$ cat src/source/ooo_pkg.sv
package ooo_pkg;

	// the reorder buffer sits outside this slice, so its geometry is fixed here
	localparam int tag_w = 4;
	localparam int rob_size = 16;

	typedef enum logic [6:0] {
		op_lui = 7'b0110111,
		op_auipc = 7'b0010111,
		op_jal = 7'b1101111,
		op_jalr = 7'b1100111,
		op_br = 7'b1100011,
		op_imm = 7'b0010011,
		op_reg = 7'b0110011
	} opcode_e;

	// encoded as {funct7[5], funct3} so reg/imm ops map straight across
	typedef enum logic [3:0] {
		alu_add = 4'b0000,
		alu_sll = 4'b0001,
		alu_xor = 4'b0100,
		alu_srl = 4'b0101,
		alu_or = 4'b0110,
		alu_and = 4'b0111,
		alu_sub = 4'b1000,
		alu_sra = 4'b1101
	} alu_op_e;

	// branch funct3 values
	typedef enum logic [2:0] {
		cmp_beq = 3'b000,
		cmp_bne = 3'b001,
		cmp_blt = 3'b100,
		cmp_bge = 3'b101,
		cmp_bltu = 3'b110,
		cmp_bgeu = 3'b111
	} cmp_op_e;

	// arithmetic funct3 values that need special handling in decode
	localparam logic [2:0] f3_add = 3'b000;
	localparam logic [2:0] f3_sll = 3'b001;
	localparam logic [2:0] f3_slt = 3'b010;
	localparam logic [2:0] f3_sltu = 3'b011;
	localparam logic [2:0] f3_sr = 3'b101;

	typedef struct packed {
		logic [6:0] funct7;
		logic [4:0] rs2;
		logic [4:0] rs1;
		logic [2:0] funct3;
		logic [4:0] rd;
		opcode_e opcode;
	} r_view_t;

	typedef struct packed {
		logic [11:0] imm12;
		logic [4:0] rs1;
		logic [2:0] funct3;
		logic [4:0] rd;
		opcode_e opcode;
	} i_view_t;

	typedef union packed {
		r_view_t r_view;
		i_view_t i_view;
	} inst_u;

	// while busy, value[tag_w-1:0] is the producer tag
	typedef struct packed {
		logic busy;
		logic [31:0] value;
	} operand_t;

	typedef struct packed {
		logic [tag_w-1:0] tag;
		inst_u inst;
		logic [31:0] pc;
		operand_t src1;
		operand_t src2;
	} issue_t;

	typedef struct packed {
		logic valid;
		logic [tag_w-1:0] tag;
		operand_t op1;
		operand_t op2;
		alu_op_e alu_op;
		cmp_op_e cmp_op;
		logic use_cmp;
	} rs_entry_t;

	typedef struct packed {
		logic rdy;
		logic [31:0] data;
	} rob_bcast_t;

	typedef struct packed {
		logic valid;
		logic [tag_w-1:0] front_tag;
		logic [tag_w-1:0] rear_tag;
		logic [tag_w-1:0] flush_tag;
	} flush_t;

	typedef struct packed {
		logic valid;
		logic [tag_w-1:0] tag;
		logic [31:0] data;
	} result_t;

endpackage

$ cat src/source/issue_decode.sv
`timescale 1ns/1ps

module issue_decode (
	input ooo_pkg::issue_t slot,
	input ooo_pkg::rob_bcast_t rob_bcast [ooo_pkg::rob_size],
	output ooo_pkg::rs_entry_t entry
);

	logic [31:0] word;
	logic [2:0] funct3;
	logic f7b5;
	logic [31:0] i_imm;
	logic [31:0] u_imm;
	logic [31:0] j_imm;
	ooo_pkg::operand_t src1_r;
	ooo_pkg::operand_t src2_r;

	// swap a busy tag for its data when the producer is already done
	function automatic ooo_pkg::operand_t resolve(input ooo_pkg::operand_t src);
		ooo_pkg::operand_t res;
		res = src;
		if (src.busy && rob_bcast[src.value[ooo_pkg::tag_w-1:0]].rdy) begin
			res.busy = 1'b0;
			res.value = rob_bcast[src.value[ooo_pkg::tag_w-1:0]].data;
		end
		return res;
	endfunction

	function automatic ooo_pkg::operand_t imm_operand(input logic [31:0] v);
		return '{busy: 1'b0, value: v};
	endfunction

	assign word = slot.inst;
	assign funct3 = slot.inst.r_view.funct3;
	assign f7b5 = slot.inst.r_view.funct7[5];
	assign i_imm = {{20{slot.inst.i_view.imm12[11]}}, slot.inst.i_view.imm12};
	assign u_imm = {word[31:12], 12'b0};
	assign j_imm = {{12{word[31]}}, word[19:12], word[20], word[30:21], 1'b0};

	always_comb begin
		src1_r = resolve(slot.src1);
		src2_r = resolve(slot.src2);
	end

	always_comb begin
		entry = '0;
		entry.valid = 1'b1;
		entry.tag = slot.tag;
		entry.alu_op = ooo_pkg::alu_add;
		entry.cmp_op = ooo_pkg::cmp_beq;
		entry.use_cmp = 1'b0;
		entry.op1 = src1_r;
		entry.op2 = src2_r;
		case (slot.inst.r_view.opcode)
			ooo_pkg::op_jal: begin
				entry.op1 = imm_operand(slot.pc);
				entry.op2 = imm_operand(j_imm);
			end
			ooo_pkg::op_jalr: begin
				entry.op2 = imm_operand(i_imm);
			end
			ooo_pkg::op_lui: begin
				entry.op1 = imm_operand(u_imm);
				entry.op2 = imm_operand(32'b0);
			end
			ooo_pkg::op_auipc: begin
				entry.op1 = imm_operand(slot.pc);
				entry.op2 = imm_operand(u_imm);
			end
			ooo_pkg::op_reg: begin
				if (funct3 == ooo_pkg::f3_slt) begin
					entry.use_cmp = 1'b1;
					entry.cmp_op = ooo_pkg::cmp_blt;
				end else if (funct3 == ooo_pkg::f3_sltu) begin
					entry.use_cmp = 1'b1;
					entry.cmp_op = ooo_pkg::cmp_bltu;
				end else begin
					// funct7[5] only means sub or sra
					entry.alu_op = ooo_pkg::alu_op_e'({f7b5 &
						(funct3 == ooo_pkg::f3_add || funct3 == ooo_pkg::f3_sr), funct3});
				end
			end
			ooo_pkg::op_imm: begin
				entry.op2 = imm_operand(i_imm);
				if (funct3 == ooo_pkg::f3_slt) begin
					entry.use_cmp = 1'b1;
					entry.cmp_op = ooo_pkg::cmp_blt;
				end else if (funct3 == ooo_pkg::f3_sltu) begin
					entry.use_cmp = 1'b1;
					entry.cmp_op = ooo_pkg::cmp_bltu;
				end else if (funct3 == ooo_pkg::f3_sll || funct3 == ooo_pkg::f3_sr) begin
					// shamt only, the upper imm bits select srai
					entry.op2 = imm_operand({27'b0, slot.inst.i_view.imm12[4:0]});
					entry.alu_op = ooo_pkg::alu_op_e'({f7b5 & (funct3 == ooo_pkg::f3_sr), funct3});
				end else begin
					entry.alu_op = ooo_pkg::alu_op_e'({1'b0, funct3});
				end
			end
			ooo_pkg::op_br: begin
				entry.use_cmp = 1'b1;
				entry.cmp_op = ooo_pkg::cmp_op_e'(funct3);
			end
			default: ;
		endcase
	end

endmodule

$ cat config.mk
export PLATFORM = sky130hd
export DESIGN_NAME = issue_decode
export DESIGN_NICKNAME = d
export VERILOG_FILES = /design/src/source/ooo_pkg.sv /design/src/source/issue_decode.sv
export SDC_FILE = /design/constraint.sdc
export NUM_CORES = 1
export LEC_CHECK = 0
export BUFFER_PORTS_ARGS = -buffer_cell sky130_fd_sc_hd__buf_2
export CORE_AREA = 2 2 289 291
export DETAILED_ROUTE_END_ITERATION = 16
export DIE_AREA = 0 0 291 293
export PLACE_DENSITY = 0.42
export RECOVER_POWER = 100
export SLEW_MARGIN = 15
export SYNTH_ARGS = -nofsm -noshare
export SYNTH_HDL_FRONTEND = slang
export SYNTH_SLANG_ARGS = --single-unit
$ cat constraint.sdc
create_clock -name vclk -period 3.4
set_clock_uncertainty 0.1 [all_clocks]
set_input_delay 0.51 -clock vclk [all_inputs]
set_output_delay 0.51 -clock vclk [all_outputs]
set_load 0.01 [all_outputs]
Word level (Yosys, flattened, before mapping)
Index checks and enable logic that the tools add are counted.
{"block": "word_totals", "regBits": 0, "inputBits": 662}
{"block": "classes", "order_cmp": 2, "n_eq_ne": 11, "muxes": 20, "bitwise_logic": 4, "n_reduce_logical": 7}
{"cell": "binary-select mux 33 bit (select 4 bit)", "n": 2}
{"cell": "two-way mux 33 bit", "n": 6}
{"cell": "case mux 33 bit (5 select lines)", "n": 1}
{"cell": "two-way mux 37 bit", "n": 2}
{"cell": "case mux 33 bit (2 select lines)", "n": 1}
{"cell": "two-way mux 32 bit", "n": 1}
{"cell": "== test 7 bit, second input constant", "n": 3}
{"cell": "two-way mux 4 bit", "n": 5}
{"cell": "case mux 4 bit (2 select lines)", "n": 2}
{"cell": "== test 7 x 5 -> 1 bit, second input constant", "n": 2}
{"cell": "== test 7 x 6 -> 1 bit, second input constant", "n": 2}
{"cell": ">= comparator 5 bit, second input constant", "n": 2}
{"cell": "inverter 4 -> 5 bit", "n": 2}
{"cell": "== test 3 x 2 -> 1 bit, second input constant", "n": 2}
{"cell": "OR reduction 2 bit", "n": 2}
{"cell": "== test 3 x 1 -> 1 bit, second input constant", "n": 1}
{"cell": "== test 3 bit, second input constant", "n": 1}
{"cell": "logical NOT 3 bit", "n": 1}
{"cell": "bitwise AND 1 bit", "n": 2}
{"cell": "logical AND 1 bit", "n": 2}
{"cell": "logical OR 1 bit", "n": 2}

Depth between registers and ports, before layout
Gate-level depths: netlist of the first run.
{"block": "logic_depth", "word_depth": 7, "depth_mapped": 10, "mapped_depth_nobuf": 5}

Least setup slack after synthesis of the first run
Ideal clock, no wire load.
{"block": "synth_path", "kind": "input to output", "start": "input slot[1] (netlist bit)", "end": "output entry[12] (netlist bit)", "arrival_ns": 2.376, "path_slack_ns": 0.414, "cell_stages": 6, "path_buffers": 3, "cell_sequence": "buf_2 > buf_2 > clkbuf_1 > mux4_2 > mux4_2 > a221o_1"}
{"item": "start, declared", "line": "issue_decode.sv:4", "source": "input ooo_pkg::issue_t slot,"}
{"item": "end, declared", "line": "issue_decode.sv:6", "source": "output ooo_pkg::rs_entry_t entry"}

==> results by group, run 1 <==
Synthesis
  • Syn_nets: 1558
  • Compound-gate portion of the synthesized area: 19.2%
  • Cell variety after synth: 53
  • Largest area contributor in the netlist: mux4_2
  • Post-synthesis sequential area ratio: 0%
  • Post-synth top cells: mux4_2, mux2i_1, nand2_1
  • Post-synthesis mux area share: 65.9%
  • Avg Inst Size Synth: 11.6 um2
  • Synthesized area: 10400 um2
  • Top-count cell post-synth: mux4_2
  • Synth warn: 0
  • Yosys top cell area share: 55.9%
  • Synth top area cells: mux4_2, mux2i_1, o211ai_1
  • Largest family of logic cells by synthesized area: multiplexers
  • Simple-Gate Fraction of Synth Area: under 10%
  • Adder-cell area share of the yosys netlist: 0%
  • Synth Area in XOR/XNOR: 0%
  • Cells after synthesis: 896

Detailed routing
  • WL met3: 5.55 mm
  • 1st-pass router iterations: 5
  • ANT nets after route: 0
  • Residual DRC: 0
  • Max layer used: met5
  • Met2 WL: 39.1 mm
  • Drt wl/cell: 29.3 um
  • Vias/cell: slightly below 5
  • Vias: ~13000
  • DRT iter0 DRCs: 1010
  • Drt total wl: 79.9 mm
  • Met1 WL: 33.9 mm

Timing
  • Final Max Slew Viols: 0
  • Hold Fails Final Rpt: 0
  • Post-route minimum period: about 3400 ps
  • Setup violators final: 0
  • Slew HR: 30.7%
  • Slew @ Worst Pin: 1040 ps
  • Fmax: 295 MHz
  • Final Cycle Share: 99.7%

Placement
  • HPWL Detailed: 69.8 mm
  • I/O Buffers: 727
  • Placer Congestion: just under 1
  • DP Cell Count: 2699

Run status
  • Run status: completed

GRT
  • Total gr overflow: 0
  • GRT Util Overall: 17.7%
  • Initial antenna violation count: 20
  • Number of global-route vias before repair: 13800
  • First-pass GRT wire length: 109 mm
  • Pin count of the biggest net entering global routing: 45

Floorplan
  • Die X: a little under 300 um
  • Die area: roughly 85000 um2
  • Initial core utilization: 12.7%
  • IO Count: 741
  • Die Span Y: around 290 um
  • Core Region: 81800 um2
  • Row cnt: 105

Cells and area
  • Layout fillers: 9086
  • Share of cells above drive strength 1: between 70% and 80%
  • Final cell count without fillers: 2725
  • Post-layout util: 20.3%
  • Storage cell area: 0 um2
  • FF+latch count: 0
  • Multi-input gate area: about 9900 um2
  • Area Growth Syn to Fin: 60.1%
  • Total Nets Final: about 2300
  • # clk buffers: 0

Setup path
  • Worst Path Max Fanout: 7
  • Worst Setup Start Kind: input pin
  • Worst setup path category: in -> out
  • Crit path DAT: 2780 ps
  • CP Capture Type: output port
  • Crit path from: slot[36]
  • Data required time of the critical path: 2790 ps

Hold path
  • Hold Startpoint: slot[130]
  • Hold Crit Class: in -> out

Clock tree
  • Hold buffers post-CTS: 0

Power and ir drop
  • Pwr dens: 157 nW/um2
  • Leakage power: 0.00708 uW
  • VDD IR max: 0.0578 mV
  • Final Total Pwr: 2600 uW

Job
  • MaxCap Viol Count: 0
==> worst paths after layout <==
check | endpoint | slack, ps | cells after the start
setup / recovery | entry[69] | 10 | 10
hold / removal | entry[74] | 920 | 0
==> cell type report <==
class / count / share of cell area, %
tap: 1070 / 8.07
antenna: 7 / 0.106
inverter: 10 / 0.226
multi-input combinational: 756 / 59.6
timing repair buffer: 882 / 32.0
==> placed cells by master (no fill, tap or decap), types with 4 or more instances in the layout <==
cell / instances
buf_2: 715
mux4_2: 257
buf_4: 119
mux2i_1: 93
nand2_1: 55
o211ai_1: 53
a22oi_1: 36
a221oi_1: 34
buf_12: 31
a22o_1: 18
a211o_1: 17
and2_1: 14
nor3b_1: 13
nor3_1: 12
o21ba_2: 11
o221ai_1: 11
a221o_1: 11
a21o_1: 10
nand2b_1: 9
mux2_2: 8
inv_1: 8
diode_2: 7
clkbuf_1: 7
nor2_1: 6
nor4_4: 5
nor2b_1: 5
a2111o_1: 4
nor4_2: 4
o21ai_0: 4
a22oi_2: 4
a21oi_1: 4
nor2_4: 4
o32ai_1: 4
buf_6: 4
buf_16: 4
==> critical path, cell delays in order <==
cell	delay [ps]
buf_2	100
mux4_2	510
nor2_2	140
nor4_4	60
buf_4	170
buf_12	140
buf_4	150
o211ai_1	560
o211ai_1	220
buf_2	200
==> cells by family after synthesis <==
| family | count (synthesis) |
|---|---|
| AO/OA/AOI/OAI | 239 |
| other | 1 |
| multiplexers | 360 |
| buffers and inverters | 140 |
| AND/OR/NAND/NOR | 156 |
==> per-layer routing <==
layer	vias up	GRT usage [%]
li1	5548	-
met5	-	0
met4	12	2.15
met3	73	3.00
met1	6740	23.4
met2	791	31.1
==> per-stage QoR <==
step / instance area, um2 / setup TNS [ps] / hold WS (ps) / setup slack [ps]
finish: 16600 / 0 / 920 / 10.4
detailed placement: 16200 / -5440 / 920 / -482
CTS: 16300 / -298 / 920 / -121
floorplan: 10400 / 0 / 971 / 414
global route: 16600 / -6.11 / 920 / -3.52
global placement: 16200 / -4900 / 920 / -515
==> repair_timing <==
item                                    4_1_cts  5_1_grt
endpoints found under the setup margin       47       24
resized for setup                            14       30
cloned                                        0        0
setup buffers                                 2       17
pin swaps                                     2        5
==> power by group <==
| part | switching, uW | leakage (uW) | total [uW] | internal (uW) |
|---|---|---|---|---|
| logic | 1300 | 0.00708 | 2600 | 1310 |
| registers | 0 | 0 | 0 | 0 |
| clock network | 0 | 0.0000000414 | 0.000217 | 0.000217 |
| total | 1300 | 0.00708 | 2600 | 1310 |
(Power assumes the default switching activity.)
==> run 2, diff against run 1 <==
BUFFER_PORTS_ARGS = not set   (was -buffer_cell sky130_fd_sc_hd__buf_2)
CORE_AREA = 2 2 291 293   (was 2 2 289 291)
DIE_AREA = 0 0 293 295   (was 0 0 291 293)
DONT_BUFFER_PORTS = 1   (was not set)
PLACE_DENSITY = 0.34   (was 0.42)
==> run 2 against run 1 <==
Compared with the run above:
- critical path depth shrank 6
- power down 36%
- setup slack lost 2.1 ps
- hold slack barely moved
- wire length decreased by 7.6%
- via count decreased by 25%
- non-clock buffer count decreased by 793
- utilization shrank 6.0 points
- combinational power shrank 36%
- sequential cell count stayed put
- global-route usage decreased by 1.6 points
- final cell count down 29%
==> results by group, run 2 (synthesis gave the netlist of run 1 again) <==
Timing
  • Slew HR: roughly 40%
  • RSZ-0062 raised after global routing: no
  • Post-route minimum period: 3390 ps
  • Slew @ Worst Pin: ~900 ps
  • Final Max Slew Viols: 0
  • Setup violators final: 0
  • Final Cycle Share: between 90% and 100%
  • Fmax: around 290 MHz
  • Setup Total Neg Slack: 0 ps
  • Hold Fails Final Rpt: 0

GRT
  • Initial antenna violation count: 12
  • Total gr overflow: 0
  • Pin count of the biggest net entering global routing: 159
  • Number of global-route vias before repair: 10600
  • GRT Util Overall: 16.1%
  • First-pass GRT wire length: 96.4 mm

Power and ir drop
  • Combinational power share: 100.0%
  • Switching pwr: 785 uW
  • VDD IR max: between 0.04 and 0.05 mV
  • Clock network power share: 0%
  • Sequential share of power: 0%
  • Internal: a little under 900 uW
  • Pwr dens: 140 nW/um2
  • Sw Ratio: 47.2%
  • Leakage power: 0.00371 uW

Floorplan
  • Initial core utilization: about an eighth
  • Die Span Y: around 300 um
  • Row cnt: around 110
  • Die X: 293 um
  • IO Count: 741
  • Core Region: 83200 um2
  • Die area: 86400 um2

Cells and area
  • Total Nets Final: 1519
  • # clk buffers: 0
  • Most frequent cells in the layout: mux4_2, mux2i_1, nand2_1
  • Commonest non-fill, non-tap cell in the layout: mux4_2
  • Post-layout util: between 10% and 20%
  • FF+latch count: 0
  • Storage cell area: 0 um2
  • Area Growth Syn to Fin: 14.8%
  • Share of cells above drive strength 1: 43.4%

Setup path
  • Worst Setup Start Kind: input pin
  • Worst setup path category: in -> out
  • Crit path DAT: 2780 ps
  • Worst Path Max Fanout: 158
  • CP Capture Type: output port
  • Data required time of the critical path: 2790 ps

Detailed routing
  • DRT iter0 DRCs: just over 700
  • Vias: 9930
  • 1st-pass router iterations: 5
  • Drt wl/cell: roughly 38 um
  • Vias/cell: 5.11
  • Drt total wl: 73.8 mm
  • Residual DRC: 0
  • ANT nets after route: 0

Clock tree
  • Post-CTS setup buffer count: 0
  • Post-CTS Resized: 0
  • Hold buffers post-CTS: 0

Placement
  • I/O Buffers: 0
  • Placer Congestion: 0.873
  • HPWL Detailed: 61.7 mm

Job
  • MaxCap Viol Count: 0

Hold path
  • Hold Crit Class: in -> out

Run status
  • Run status: completed
-- run 2: worst max-delay path, cell delays in order --
cell and delay, ps:
mux4_2 760, mux4_2 580, nor3b_1 190, a211o_1 340
-- run 2: area by class of cell --
| class | instances | area (um2) |
|---|---|---|
| Antenna cell | 7 | 17.5 |
| Fill cell | 9395 | 71300 |
| Inverter | 10 | 37.5 |
| Multi-Input combinational cell | 756 | 9720 |
| Tap cell | 1080 | 1350 |
| Timing Repair Buffer | 89 | 768 |
-- run 2: metrics by stage --
stage | instance area (um2) | std cells | power [uW] | setup WS (ps) | hold WS [ps]
after floorplan | 10400 | 896 | 1240 | 414 | 971
after global placement | 12000 | 1934 | 1730 | -317 | 920
after detailed placement | 12000 | 1935 | 1730 | 86.0 | 920
after CTS | 12000 | 1935 | 1730 | 77.8 | 920
after global routing | 11900 | 1939 | 1760 | 29.4 | 920
final | 11900 | 1942 | 1660 | 8.28 | 920
-- run 2: power groups by stage --
stage | Sequential [uW] | Combinational (uW) | Clock (uW)
after floorplan | 0 | 1240 | 0
after global placement | 0 | 1730 | 0
after detailed placement | 0 | 1730 | 0
after CTS | 0 | 1730 | 0
after global routing | 0 | 1760 | 0.000158
final | 0 | 1660 | 0.000231
-- run 2: final timing paths --
kind,startpoint,endpoint,slack [ps],cells past startpoint
max,slot[0],entry[19],8,4
min,slot[133],entry[77],920,0
-- run 2: routing by layer --
metal | global-route usage (%) | share of wire, % | vias up | wire length [um]
met2 | 27.3 | 49 | 659 | 35800
met3 | 3.75 | 8.5 | 53 | 6310
met1 | 21.1 | 41 | 5260 | 30100
met5 | 0 | 0.035 | - | 26
li1 | - | - | 3954 | -
met4 | 2.84 | 2.1 | 4 | 1520
