$ cat src/source/ooo_pkg.sv
package ooo_pkg;

	// the reorder buffer sits outside this slice, so its geometry is fixed here
	localparam int tag_w = 4;
	localparam int rob_size = 16;

	typedef enum logic [6:0] {
		op_lui = 7'b0110111,
		op_auipc = 7'b0010111,
		op_jal = 7'b1101111,
		op_jalr = 7'b1100111,
		op_br = 7'b1100011,
		op_imm = 7'b0010011,
		op_reg = 7'b0110011
	} opcode_e;

	// encoded as {funct7[5], funct3} so reg/imm ops map straight across
	typedef enum logic [3:0] {
		alu_add = 4'b0000,
		alu_sll = 4'b0001,
		alu_xor = 4'b0100,
		alu_srl = 4'b0101,
		alu_or = 4'b0110,
		alu_and = 4'b0111,
		alu_sub = 4'b1000,
		alu_sra = 4'b1101
	} alu_op_e;

	// branch funct3 values
	typedef enum logic [2:0] {
		cmp_beq = 3'b000,
		cmp_bne = 3'b001,
		cmp_blt = 3'b100,
		cmp_bge = 3'b101,
		cmp_bltu = 3'b110,
		cmp_bgeu = 3'b111
	} cmp_op_e;

	// arithmetic funct3 values that need special handling in decode
	localparam logic [2:0] f3_add = 3'b000;
	localparam logic [2:0] f3_sll = 3'b001;
	localparam logic [2:0] f3_slt = 3'b010;
	localparam logic [2:0] f3_sltu = 3'b011;
	localparam logic [2:0] f3_sr = 3'b101;

	typedef struct packed {
		logic [6:0] funct7;
		logic [4:0] rs2;
		logic [4:0] rs1;
		logic [2:0] funct3;
		logic [4:0] rd;
		opcode_e opcode;
	} r_view_t;

	typedef struct packed {
		logic [11:0] imm12;
		logic [4:0] rs1;
		logic [2:0] funct3;
		logic [4:0] rd;
		opcode_e opcode;
	} i_view_t;

	typedef union packed {
		r_view_t r_view;
		i_view_t i_view;
	} inst_u;

	// while busy, value[tag_w-1:0] is the producer tag
	typedef struct packed {
		logic busy;
		logic [31:0] value;
	} operand_t;

	typedef struct packed {
		logic [tag_w-1:0] tag;
		inst_u inst;
		logic [31:0] pc;
		operand_t src1;
		operand_t src2;
	} issue_t;

	typedef struct packed {
		logic valid;
		logic [tag_w-1:0] tag;
		operand_t op1;
		operand_t op2;
		alu_op_e alu_op;
		cmp_op_e cmp_op;
		logic use_cmp;
	} rs_entry_t;

	typedef struct packed {
		logic rdy;
		logic [31:0] data;
	} rob_bcast_t;

	typedef struct packed {
		logic valid;
		logic [tag_w-1:0] front_tag;
		logic [tag_w-1:0] rear_tag;
		logic [tag_w-1:0] flush_tag;
	} flush_t;

	typedef struct packed {
		logic valid;
		logic [tag_w-1:0] tag;
		logic [31:0] data;
	} result_t;

endpackage

$ cat src/source/rs_control.sv
`timescale 1ns/1ps

module rs_control #(
	parameter int rs_size = 8
) (
	input logic clk,
	input logic rst,
	input logic [1:0] issue_valid,
	input ooo_pkg::rs_entry_t entries [rs_size],
	output logic [1:0] accept,
	output logic load0,
	output logic load1,
	output logic [$clog2(rs_size)-1:0] alloc0,
	output logic [$clog2(rs_size)-1:0] alloc1,
	output logic disp_valid,
	output logic [$clog2(rs_size)-1:0] disp_idx,
	output logic [$clog2(rs_size+1)-1:0] num_free
);

	localparam int idx_w = $clog2(rs_size);
	localparam int cnt_w = $clog2(rs_size + 1);

	logic found0;
	logic found1;

	always_comb begin
		num_free = '0;
		found0 = 1'b0;
		found1 = 1'b0;
		alloc0 = '0;
		alloc1 = '0;
		disp_valid = 1'b0;
		disp_idx = '0;
		for (int i = 0; i < rs_size; i++) begin
			if (!entries[i].valid) begin
				num_free = num_free + 1'b1;
				// two lowest free slots
				if (!found0) begin
					found0 = 1'b1;
					alloc0 = idx_w'(i);
				end else if (!found1) begin
					found1 = 1'b1;
					alloc1 = idx_w'(i);
				end
			end else if (!entries[i].op1.busy && !entries[i].op2.busy && !disp_valid) begin
				disp_valid = 1'b1;
				disp_idx = idx_w'(i);
			end
		end
	end

	assign accept[0] = (num_free >= cnt_w'(1));
	assign accept[1] = (num_free >= cnt_w'(2));
	assign load0 = issue_valid[0] && accept[0];
	assign load1 = issue_valid[1] && accept[1];

	// a dispatched entry is gone from the station one cycle later
	disp_cleared: assert property (@(posedge clk) disable iff (rst)
		disp_valid |=> !(disp_valid && disp_idx == $past(disp_idx)));

endmodule

$ cat config.mk
export PLATFORM = sky130hd
export DESIGN_NAME = rs_control
export DESIGN_NICKNAME = d
export VERILOG_FILES = /design/src/source/ooo_pkg.sv /design/src/source/rs_control.sv
export SDC_FILE = /design/constraint.sdc
export NUM_CORES = 1
export LEC_CHECK = 0
export BUFFER_PORTS_ARGS = -buffer_cell sky130_fd_sc_hd__buf_2
export CORE_AREA = 2 2 256 258
export DETAILED_ROUTE_END_ITERATION = 7
export DIE_AREA = 0 0 258 260
export GPL_TIMING_DRIVEN = 0
export PLACE_DENSITY = 0.3
export SETUP_SLACK_MARGIN = 0.05
export SLEW_MARGIN = 20
export SYNTH_ARGS = -nofsm -noshare
export SYNTH_HDL_FRONTEND = slang
export SYNTH_SLANG_ARGS = --single-unit
export TNS_END_PERCENT = 10
$ cat constraint.sdc
create_clock -name vclk -period 9.14
set_input_delay 0.457 -clock vclk [all_inputs]
set_output_delay 0.457 -clock vclk [all_outputs]
set_load 0.005 [all_outputs]
### Word level (Yosys, flattened, before mapping)

Cells that the tools add are included.

| storage, ports and cells | value |
|---|---|
| register bits after elaboration | 0 |
| output and inout bits | 18 |
| word-level logic and storage cells | 139 |

| cells by class | value |
|---|---|
| add/sub/neg operators | 7 |
| $lt $le $gt $ge | 2 |
| multiplexer cells | 90 |
| reductions and logical operators | 40 |

Operators by type and width:

| kind | number |
|---|---|
| two-way mux 3 bit | 42 |
| two-way mux 1 bit | 41 |
| adder 4 x 1 -> 4 bit (second input constant) | 7 |
| two-way mux 4 bit | 7 |
| zero test 1 bit | 23 |
| logical AND 1 bit | 17 |
| greater-or-equal comparator 4 x 1 -> 1 bit (second input constant) | 1 |
| greater-or-equal comparator 4 x 2 -> 1 bit (second input constant) | 1 |

### Depth between registers and ports, before layout

Gate-level depths: netlist of the first run.

| logic depth | value |
|---|---|
| word-level depth | 32 |
| gate-level depth with buffers | 21 |
| depth with buffers taken out | 20 |

### Worst setup path after synthesis of the first run

No wires, ideal clock.

| path | value |
|---|---|
| kind | input port to output port |
| start point | input entries[552] (netlist bit) |
| end point | output load0 |
| data arrival time | 4.164 ns |
| required time | 8.683 ns |
| path slack | 4.519 ns |
| stages on the path | 20 |
| buffers on the path | 1 |
| path through | inv_1 > ha_1 > buf_6 > nor2b_1 > mux2_4 > a21oi_1 > inv_1 > ha_1 > xor2_1 > nor2_1 > or4_1 > o311ai_2 > ha_1 > o211ai_1 > inv_1 > ha_1 > nor2b_1 > or2_2 > o21ai_0 > o31ai_2 |

| on the way | value |
|---|---|
| word-level cells in the longest chain between the ends | 15 |

RTL lines:

| what | line | source |
|---|---|---|
| start: declaration | rs_control.sv:9 | `input ooo_pkg::rs_entry_t entries [rs_size],` |
| two-way mux 4 bit * | rs_control.sv:35 | `if (!entries[i].valid) begin` |
| adder 4 x 1 -> 4 bit | rs_control.sv:36 | `num_free = num_free + 1'b1;` |
| two-way mux 4 bit * | rs_control.sv:35 |  |
| adder 4 x 1 -> 4 bit | rs_control.sv:36 |  |
| two-way mux 4 bit * | rs_control.sv:35 |  |
| adder 4 x 1 -> 4 bit | rs_control.sv:36 |  |
| two-way mux 4 bit * | rs_control.sv:35 |  |
| adder 4 x 1 -> 4 bit | rs_control.sv:36 |  |
| two-way mux 4 bit * | rs_control.sv:35 |  |
| adder 4 x 1 -> 4 bit | rs_control.sv:36 |  |
| two-way mux 4 bit * | rs_control.sv:35 |  |
| adder 4 x 1 -> 4 bit | rs_control.sv:36 |  |
| two-way mux 4 bit * | rs_control.sv:35 |  |
| named net num_free[1] | rs_control.sv:17 | `output logic [$clog2(rs_size+1)-1:0] num_free` |
| greater-or-equal comparator 4 x 1 -> 1 bit * | rs_control.sv:52 | `assign accept[0] = (num_free >= cnt_w'(1));` |
| logical AND 1 bit * | rs_control.sv:54 | `assign load0 = issue_valid[0] && accept[0];` |
| end: declaration | rs_control.sv:11 | `output logic load0,` |

The timed path passes the listed nets; every way through them passes the cells marked *.

### Worst setup path in the final report of the first run

| path | value |
|---|---|
| start point | input entries[631] (netlist bit) |
| end point | output accept[1] |

| on the way | value |
|---|---|
| word-level cells in the longest chain between the ends | 16 |

RTL lines:

| what | line | source |
|---|---|---|
| two-way mux 1 bit * | rs_control.sv:35 |  |
| adder 4 x 1 -> 4 bit | rs_control.sv:36 |  |
| two-way mux 4 bit * | rs_control.sv:35 |  |
| adder 4 x 1 -> 4 bit | rs_control.sv:36 |  |
| two-way mux 4 bit * | rs_control.sv:35 |  |
| adder 4 x 1 -> 4 bit | rs_control.sv:36 |  |
| two-way mux 4 bit * | rs_control.sv:35 |  |
| adder 4 x 1 -> 4 bit | rs_control.sv:36 |  |
| two-way mux 4 bit * | rs_control.sv:35 |  |
| adder 4 x 1 -> 4 bit | rs_control.sv:36 |  |
| two-way mux 4 bit * | rs_control.sv:35 |  |
| adder 4 x 1 -> 4 bit | rs_control.sv:36 |  |
| two-way mux 4 bit * | rs_control.sv:35 |  |
| adder 4 x 1 -> 4 bit | rs_control.sv:36 |  |
| two-way mux 4 bit * | rs_control.sv:35 |  |
| greater-or-equal comparator 4 x 2 -> 1 bit * | rs_control.sv:53 | `assign accept[1] = (num_free >= cnt_w'(2));` |
| end: declaration | rs_control.sv:10 | `output logic [1:0] accept,` |

Mark *: on every way between the ends. The rest lies on a longest branch, timed or not.

==> results of run 1 <==
## layout make-up
class | count | area (sq um)
buffer | 11 | 72.6
inverter | 13 | 48.8
multi-input combinational | 171 | 1230
tap | 855 | 1070
fill | 7594 | 61500
timing repair buffer | 40 | 200
antenna | 1 | 2.50
## worst max-delay path: cells and delay by family
kind,cells,cell delay (ns)
AOI/OAI and AO/OA,4,0.67
adders and majority gates,4,1.30
buffers and inverters,5,0.76
muxes,3,0.62
and+or+nand+nor,5,1.17
xor gates and xnor gates,1,0.14
## metrics by stage
stage	instance area, sq um	worst slack, ns	cells	hold WS (ns)
finish	2630	3.55	1091	1.24
detailed placement	2630	3.35	1090	1.25
CTS	2630	3.35	1090	1.25
global route	2630	3.02	1090	1.27
floorplan	1360	4.52	195	1.03
global placement	2630	3.42	1090	1.26
## placed cells by master, fill, tap and decap left out, types with 3 or more instances in the layout
cell      netlist  routed
nand3_1         3       3
o31a_1          4       4
clkbuf_1        5       5
nand2_1        15      15
and3_1          4       4
o211ai_1        5       5
o21ai_0        11      11
ha_1            9       9
xnor2_1         8       8
nor2b_1         8       8
mux2i_1         5       5
a31oi_1         4       4
nand2b_1        8       8
xor2_1          4       4
a21oi_1        10      10
o21a_1          4       4
buf_6           4       4
nor2_1         21      21
inv_1          12      12
xnor2_2         3       3
nor3_1          9       9
buf_2           1      41
## layer usage
| metal | vias up | global-route usage [%] | part of all wire, % |
|---|---|---|---|
| met3 | 4 | 0.429 | 6.4 |
| li1 | 786 | - | - |
| met1 | 736 | 3.12 | 48 |
| met4 | 4 | 0 | 0.079 |
| met2 | 36 | 3.76 | 45 |
| met5 | - | 0 | 0.35 |
## power by group through the flow
| stage | registers, mW | clock network, mW | logic (mW) |
|---|---|---|---|
| 2_1_floorplan | 0 | 0 | 0.111 |
| 3_3_place_gp | 0 | 0 | 0.177 |
| 3_5_place_dp | 0 | 0 | 0.177 |
| 4_1_cts | 0 | 0 | 0.178 |
| 5_1_grt | 0 | 0 | 0.196 |
| 6_report | 0 | 0.0000000147 | 0.170 |
## worst max path at each step
stage / slack [ns] / cells past startpoint / start / to
floorplan: 4.52 / 20 / entries[552] / load0
global placement: 3.42 / 22 / entries[552] / accept[1]
detailed placement: 3.35 / 22 / entries[552] / accept[1]
CTS: 3.35 / 22 / entries[552] / accept[1]
global route: 3.02 / 22 / entries[552] / accept[1]
finish: 3.55 / 22 / entries[631] / accept[1]
## cells by family after synthesis
group | Yosys count | share of synthesized area, %
AOI/OAI and AO/OA | 52 | 26.6
xor gates and xnor gates | 17 | 14.6
adders and majority gates | 10 | 9.04
buffers and inverters | 24 | 8.95
muxes | 8 | 7.56
and+or+nand+nor | 84 | 33.3
==> results.json, run 1 <==
{
  "ctsResizeCount": 0,
  "grt_pass1_vias": 1624,
  "status": "completed",
  "worstMarginPinSlew_ns": 0.725,
  "die_area_sq_um": 67100,
  "ant_nets": 0,
  "p_sw_mw": 0.0995,
  "p_int_mw": 0.0703,
  "via_per_inst": 1.44,
  "cp.required_ns": 8.68,
  "critPathLaunchType": "primary input",
  "leakagePower_nw": 0.706,
  "antenna_found_initial": 6,
  "synthCells": 195,
  "end_kind": "primary output",
  "start_util_pct": 2.12,
  "setup_tns_ns": 0,
  "syn_to_final_growth_pct": 93.8,
  "grt_pass1_wl_mm": 11.1,
  "clkPwrFrac_pct": 0,
  "path_cells": "buf_2 -> inv_1 -> ha_1 -> mux2i_1 -> mux2_4 -> a21oi_1 -> inv_1 -> ha_1 -> xor2_1 -> nor2_1 -> or4_1 -> o311ai_2 -> ha_1 -> o211ai_1 -> inv_1 -> ha_1 -> nor2b_1 -> nor2b_1 -> o211ai_1 -> mux2i_1 -> nor2_1 -> buf_2",
  "die_width_um": 258,
  "synth_area_sq_um": 1360,
  "vdd_drop_max_v": 0.0000112,
  "synth_cell_types": 53,
  "placementRows": 93,
  "crit_path_max_incr_delay_ns": 0.42,
  "coreArea_sq_um": 64100,
  "pwr-share-seq_pct": 0,
  "nClkBuffers": 0,
  "yosysSeqAreaShare_pct": 0,
  "dieHeight_um": 260,
  "postCtsSetupRepairBufs": 0,
  "yosysMostFrequentCell": "nor2_1",
  "place_congestion": 0.637,
  "drt_iter0_drc": 45,
  "portBuffers": 40,
  "syn_nets": 840,
  "rsz0062_at_grt": "false",
  "synthTopCellsByCount": "nor2_1 (21), nand2_1 (15), inv_1 (12)",
  "post-route-period-util_pct": 61.2,
  "grt_max_degree": 11,
  "synth_area_leaders": "ha_1 (8.3%), nor2_1 (5.8%), xnor2_1 (5.2%)",
  "seqCellArea_sq_um": 0,
  "seq_cells": 0,
  "hold_class": "in2out",
  "vias": 1566,
  "synth-warning-count": 0,
  "drive_above_1_share_pct": 26.8,
  "syn_area_per_cell_sq_um": 6.96,
  "power.density_nw_per_um2": 64.6,
  "slew_violations": 0,
  "relSlewSlack_pct": 51.2,
  "holdPathStages": 3,
  "critical_path_class": "in2out",
  "cts_hold_buf": 0,
  "synth_top_cell_by_area": "ha_1",
  "crit_path_max_fanout": 8,
  "nets": 882,
  "finish.utilization_pct": 4.10,
  "track_usage_pct": 2.23,
  "setup_viol_count_final": 0,
  "first_pass_iters": 5,
  "fmax_ghz": 0.179,
  "drv_cap": 0,
  "hold_path_end": "load1",
  "power_mw": 0.170,
  "grt_overflow": 0,
  "cp.arrival_ns": 5.14,
  "drc": 0,
  "dp_hpwl_mm": 6.92,
  "hold_viol": 0,
  "ios": 654,
  "cp_common_cell": "ha_1",
  "power.share.combinational_pct": 100.0,
  "period_minus_slack_ns": 5.59,
  "synth.top_cell.area_share_pct": 8.30,
  "swShare_pct": 58.6,
  "route.detailed.wl_per_inst_um": 6.98,
  "routed_wl_mm": 7.61,
  "critPathSlowestCell": "or4_1",
  "hold_start": "issue_valid[1]"
}
(Power assumes the default switching activity.)
==> run 2: changes to the inputs <==
- CORE_AREA: 2 2 256 258 -> 2 2 257 259
- DIE_AREA: 0 0 258 260 -> 0 0 259 261
- clock period: 9.14 -> 5.77 ns (I/O delays scaled with it)
==> run 2 against run 1 <==
Effect of this change:
- sequential share of layout area is the same
- non-clock buffer count is the same
- wire length shrank 3.8%
- hold slack lost 0.34 ns
- power grew 56%
- via count shrank 0.38%
- critical endpoint unchanged
==> results.json, run 2 (synthesized netlist as in run 1, its figures left out) <==
{
  "final_common_cell": "buf_2",
  "cp.required_ns": 5.48,
  "power.density_nw_per_um2": 101,
  "pre_cts_ws_ns": 0.638,
  "grt_pass1_vias": 1507,
  "setup_tns_ns": 0,
  "clkPwrFrac_pct": 0,
  "nets": 882,
  "hold_path_end": "load1",
  "portBuffers": 40,
  "grt_max_degree": 11,
  "worstMarginPinSlew_ns": 0.907,
  "die_area_sq_um": 67600,
  "num_antenna_cells": 0,
  "drive_above_1_share_pct": 26.8,
  "drc": 0,
  "route.detailed.wl_per_inst_um": 6.66,
  "routed_wl_mm": 7.32,
  "ios": 654,
  "slew_violations": 0,
  "crit_path_max_fanout": 8,
  "cts_hold_buf": 0,
  "hold_viol": 0,
  "post-route-period-util_pct": 86.7,
  "place_area_sq_um": 2640,
  "hold_start": "issue_valid[1]",
  "p_int_mw": 0.112,
  "drt_iter0_drc": 62,
  "dieHeight_um": 261,
  "via_per_inst": 1.42,
  "antenna_found_initial": 5,
  "drv_cap": 0,
  "end_kind": "primary output",
  "cp.arrival_ns": 4.72,
  "vias": 1560,
  "pwr-share-seq_pct": 0,
  "hold_class": "in2out",
  "status": "completed",
  "vdd_drop_max_v": 0.0000234,
  "first_pass_iters": 4,
  "critical_path_class": "in2out",
  "swShare_pct": 58.0,
  "rsz0062_at_grt": "false",
  "setup_viol_count_final": 0,
  "design_area_sq_um": 2640,
  "p_sw_mw": 0.154,
  "place_congestion": 0.680,
  "finalNonFillerCells": 1099,
  "dp_cells": 1099,
  "finish.utilization_pct": 4.06,
  "final_cell_mix": "buf_2 (41), nor2_1 (21), nand2_1 (15), inv_1 (12), o21ai_0 (11)",
  "seqCellArea_sq_um": 0,
  "seq_cells": 0,
  "postCtsSetupRepairBufs": 0,
  "holdPathStages": 3,
  "grt_overflow": 0,
  "leakagePower_nw": 0.706,
  "die_width_um": 259,
  "nClkBuffers": 0,
  "critPathLaunchType": "primary input",
  "placementRows": 94,
  "period_minus_slack_ns": 5.00,
  "fmax_ghz": 0.200,
  "ctsResizeCount": 0,
  "syn_to_final_growth_pct": 94.5,
  "dp_hpwl_mm": 6.62,
  "relSlewSlack_pct": 39.1,
  "coreArea_sq_um": 65000,
  "track_usage_pct": 2.07,
  "power.share.combinational_pct": 100.0,
  "ant_nets": 0,
  "fin_ws_ns": 0.766,
  "grt_pass1_wl_mm": 10.4,
  "start_util_pct": 2.09
}
==> run 2: cell count changes in the layout (fill, tap and decap cells not counted), sizes merged <==
cell	change
diode	-1
==> run 2: power by group through the flow <==
stage / combinational [mW] / clock, mW / sequential, mW
after floorplan: 0.176 / 0 / 0
after global placement: 0.276 / 0 / 0
after detailed placement: 0.276 / 0 / 0
after CTS: 0.278 / 0 / 0
after global routing: 0.303 / 0 / 0
final: 0.266 / 0 / 0
==> run 2: final cells by class <==
type               count  area (sq um)
fillers             7751         62400
multi-input cells    171          1230
well taps            864          1080
repair buffers        40           200
plain buffers         11          72.6
inverters             13          48.8
==> run 2: worst max-delay path, stage by stage <==
cell and delay [ns]:
buf_2 0.13, inv_1 0.15, ha_1 0.35, mux2i_1 0.15, mux2_4 0.32, a21oi_1 0.20
inv_1 0.07, ha_1 0.30, xor2_1 0.14, nor2_1 0.08, or4_1 0.42, o311ai_2 0.12
ha_1 0.31, o211ai_1 0.26, inv_1 0.14, ha_1 0.30, nor2b_1 0.15, nor2b_1 0.15
nand4_1 0.11, mux2i_1 0.26, nor2_1 0.13, buf_2 0.17
==> run 2: worst max-delay path by stage <==
stage                 to         start  slack [ns]  cells after the start
6_report       accept[1]  entries[631]        0.77                     22
5_1_grt        accept[1]  entries[631]        0.33                     22
4_1_cts        accept[1]  entries[631]        0.61                     22
3_5_place_dp   accept[1]  entries[631]        0.64                     22
3_3_place_gp   accept[1]  entries[631]        0.63                     22
2_1_floorplan      load0  entries[552]        1.49                     20
==> run 2: layer usage <==
metal / part of all wire [%] / up-vias / global-route usage, %
li1: - / 782 / -
met1: 48 / 734 / 2.88
met2: 44 / 28 / 3.31
met3: 7.0 / 8 / 0.629
met4: 0.26 / 8 / 0
met5: 0.67 / - / 0
==> run 2: metrics by stage <==
step	hold WS, ns	total power, mW
final	0.906	0.266
after global routing	0.914	0.303
after floorplan	0.689	0.176
after detailed placement	0.908	0.276
after CTS	0.909	0.278
after global placement	0.912	0.276
==> run 3: changes to the inputs <==
- RECOVER_POWER: not set -> 100
==> run 3 against run 2 <==
Effect of this change:
- non-clock buffer count unchanged
- largest cell class unchanged
- maximum frequency shrank 2.7%
- global-route usage did not move
- count of clock-buffer cells in the layout did not move
==> results.json, run 3 (synthesized netlist as in run 1, its figures left out) <==
{
  "vias": 1560,
  "p_sw_mw": 0.154,
  "finish.utilization_pct": 4.03,
  "path_cells": "clkbuf_1 -> inv_1 -> ha_1 -> buf_6 -> nor2b_1 -> mux2_1 -> a21oi_1 -> inv_1 -> ha_1 -> xor2_1 -> nor2_1 -> or4_1 -> o311ai_2 -> ha_1 -> o211ai_1 -> inv_1 -> ha_1 -> nor2b_1 -> o211ai_1 -> mux2i_1 -> o21ai_0 -> buf_2",
  "coreArea_sq_um": 65000,
  "final_common_cell": "buf_2",
  "drive_above_1_share_pct": 21.7,
  "crit_family": "adder cells",
  "hold_start": "issue_valid[1]",
  "nClkBuffers": 0,
  "clkPwrFrac_pct": 0,
  "ios": 654,
  "final_cell_mix": "buf_2 (31), nor2_1 (22), clkbuf_1 (16), nand2_1 (15)",
  "pwr-share-seq_pct": 0,
  "grt_overflow": 0,
  "drt_iter0_drc": 58,
  "grt_max_degree": 11,
  "track_usage_pct": 2.07,
  "period_minus_slack_ns": 5.14,
  "swShare_pct": 58.7,
  "status": "completed",
  "crit_path_max_fanout": 8,
  "worstMarginPinSlew_ns": 0.907,
  "portBuffers": 40,
  "dp_cells": 1099,
  "fmax_ghz": 0.195,
  "holdPathStages": 3,
  "leakagePower_nw": 0.670,
  "end_kind": "primary output",
  "post-route-period-util_pct": 89.1,
  "slew_violations": 0,
  "dieHeight_um": 261,
  "start_util_pct": 2.09,
  "finalNonFillerCells": 1099,
  "place_congestion": 0.680,
  "antenna_found_initial": 4,
  "dp_hpwl_mm": 6.62,
  "seq_cells": 0,
  "setup_viol_count_final": 0,
  "ant_nets": 0,
  "critPathSlowestCell": "or4_1",
  "power.share.combinational_pct": 100.0,
  "drc": 0,
  "first_pass_iters": 4,
  "hold_viol": 0,
  "setup_tns_ns": 0,
  "p_int_mw": 0.108,
  "vdd_drop_max_v": 0.0000234,
  "grt_pass1_wl_mm": 10.4,
  "cts_hold_buf": 0,
  "cp_common_cell": "ha_1",
  "postCtsSetupRepairBufs": 0,
  "seqCellArea_sq_um": 0,
  "ctsResizeCount": 0,
  "routed_wl_mm": 7.35,
  "design_area_sq_um": 2620,
  "die_area_sq_um": 67600,
  "power_mw": 0.262,
  "crit_path_max_incr_delay_ns": 0.42,
  "hold_path_end": "load1",
  "critical_path_class": "in2out",
  "relSlewSlack_pct": 39.1,
  "crit_buf_inv": 6,
  "via_per_inst": 1.42,
  "drv_cap": 0,
  "syn_to_final_growth_pct": 93.1,
  "cp.arrival_ns": 4.85,
  "cp.required_ns": 5.48,
  "place_area_sq_um": 2640,
  "route.detailed.wl_per_inst_um": 6.69,
  "nets": 882,
  "critPathLaunchType": "primary input",
  "power.density_nw_per_um2": 100,
  "rsz0062_at_grt": "false",
  "die_width_um": 259,
  "hold_class": "in2out",
  "placementRows": 94,
  "grt_pass1_vias": 1507,
  "num_antenna_cells": 0
}
-- run 3: changes by cell type in the layout (fill, tap and decap cells not counted), sizes merged --
| cell | change |
|---|---|
| buf | -11 |
| clkbuf | +11 |
-- run 3: power by group through the flow --
stage | clock network, mW | logic [mW] | registers, mW
floorplan | 0 | 0.176 | 0
global placement | 0 | 0.276 | 0
detailed placement | 0 | 0.276 | 0
CTS | 0 | 0.278 | 0
global route | 0 | 0.299 | 0
finish | 0 | 0.262 | 0
-- run 3: routing by layer --
| metal | wire length, um | vias up | track usage [%] | part of all wire, % |
|---|---|---|---|---|
| met4 | 19 | 8 | 0 | 0.26 |
| met2 | 3210 | 29 | 3.31 | 44 |
| li1 | - | 783 | - | - |
| met3 | 508 | 8 | 0.629 | 6.9 |
| met1 | 3560 | 732 | 2.88 | 48 |
| met5 | 49 | - | 0 | 0.67 |
-- run 3: final cells by class --
type	count	area, sq um
inverters	13	48.8
repair buffers	40	188
fillers	7756	62400
multi-input cells	171	1230
well taps	864	1080
plain buffers	11	72.6
-- run 3: worst max-delay path by stage --
stage                            start   endpoint  slack [ns]  cells past startpoint
after floorplan           entries[552]      load0        1.49                     20
after global placement    entries[631]  accept[1]        0.63                     22
after detailed placement  entries[631]  accept[1]        0.64                     22
after CTS                 entries[631]  accept[1]        0.61                     22
after global routing      entries[631]  accept[1]        0.21                     23
final                     entries[631]  accept[0]        0.63                     22
-- run 3: tightest hold or removal path, stage by stage --
cell	delay [ns]
buf_2	0.09
nor3b_1	0.12
clkbuf_1	0.10
-- run 3: through the flow --
stage | hold slack [ns] | setup slack [ns]
6_report | 0.889 | 0.629
3_3_place_gp | 0.912 | 0.628
5_1_grt | 0.899 | 0.206
2_1_floorplan | 0.689 | 1.49
3_5_place_dp | 0.908 | 0.638
4_1_cts | 0.909 | 0.611
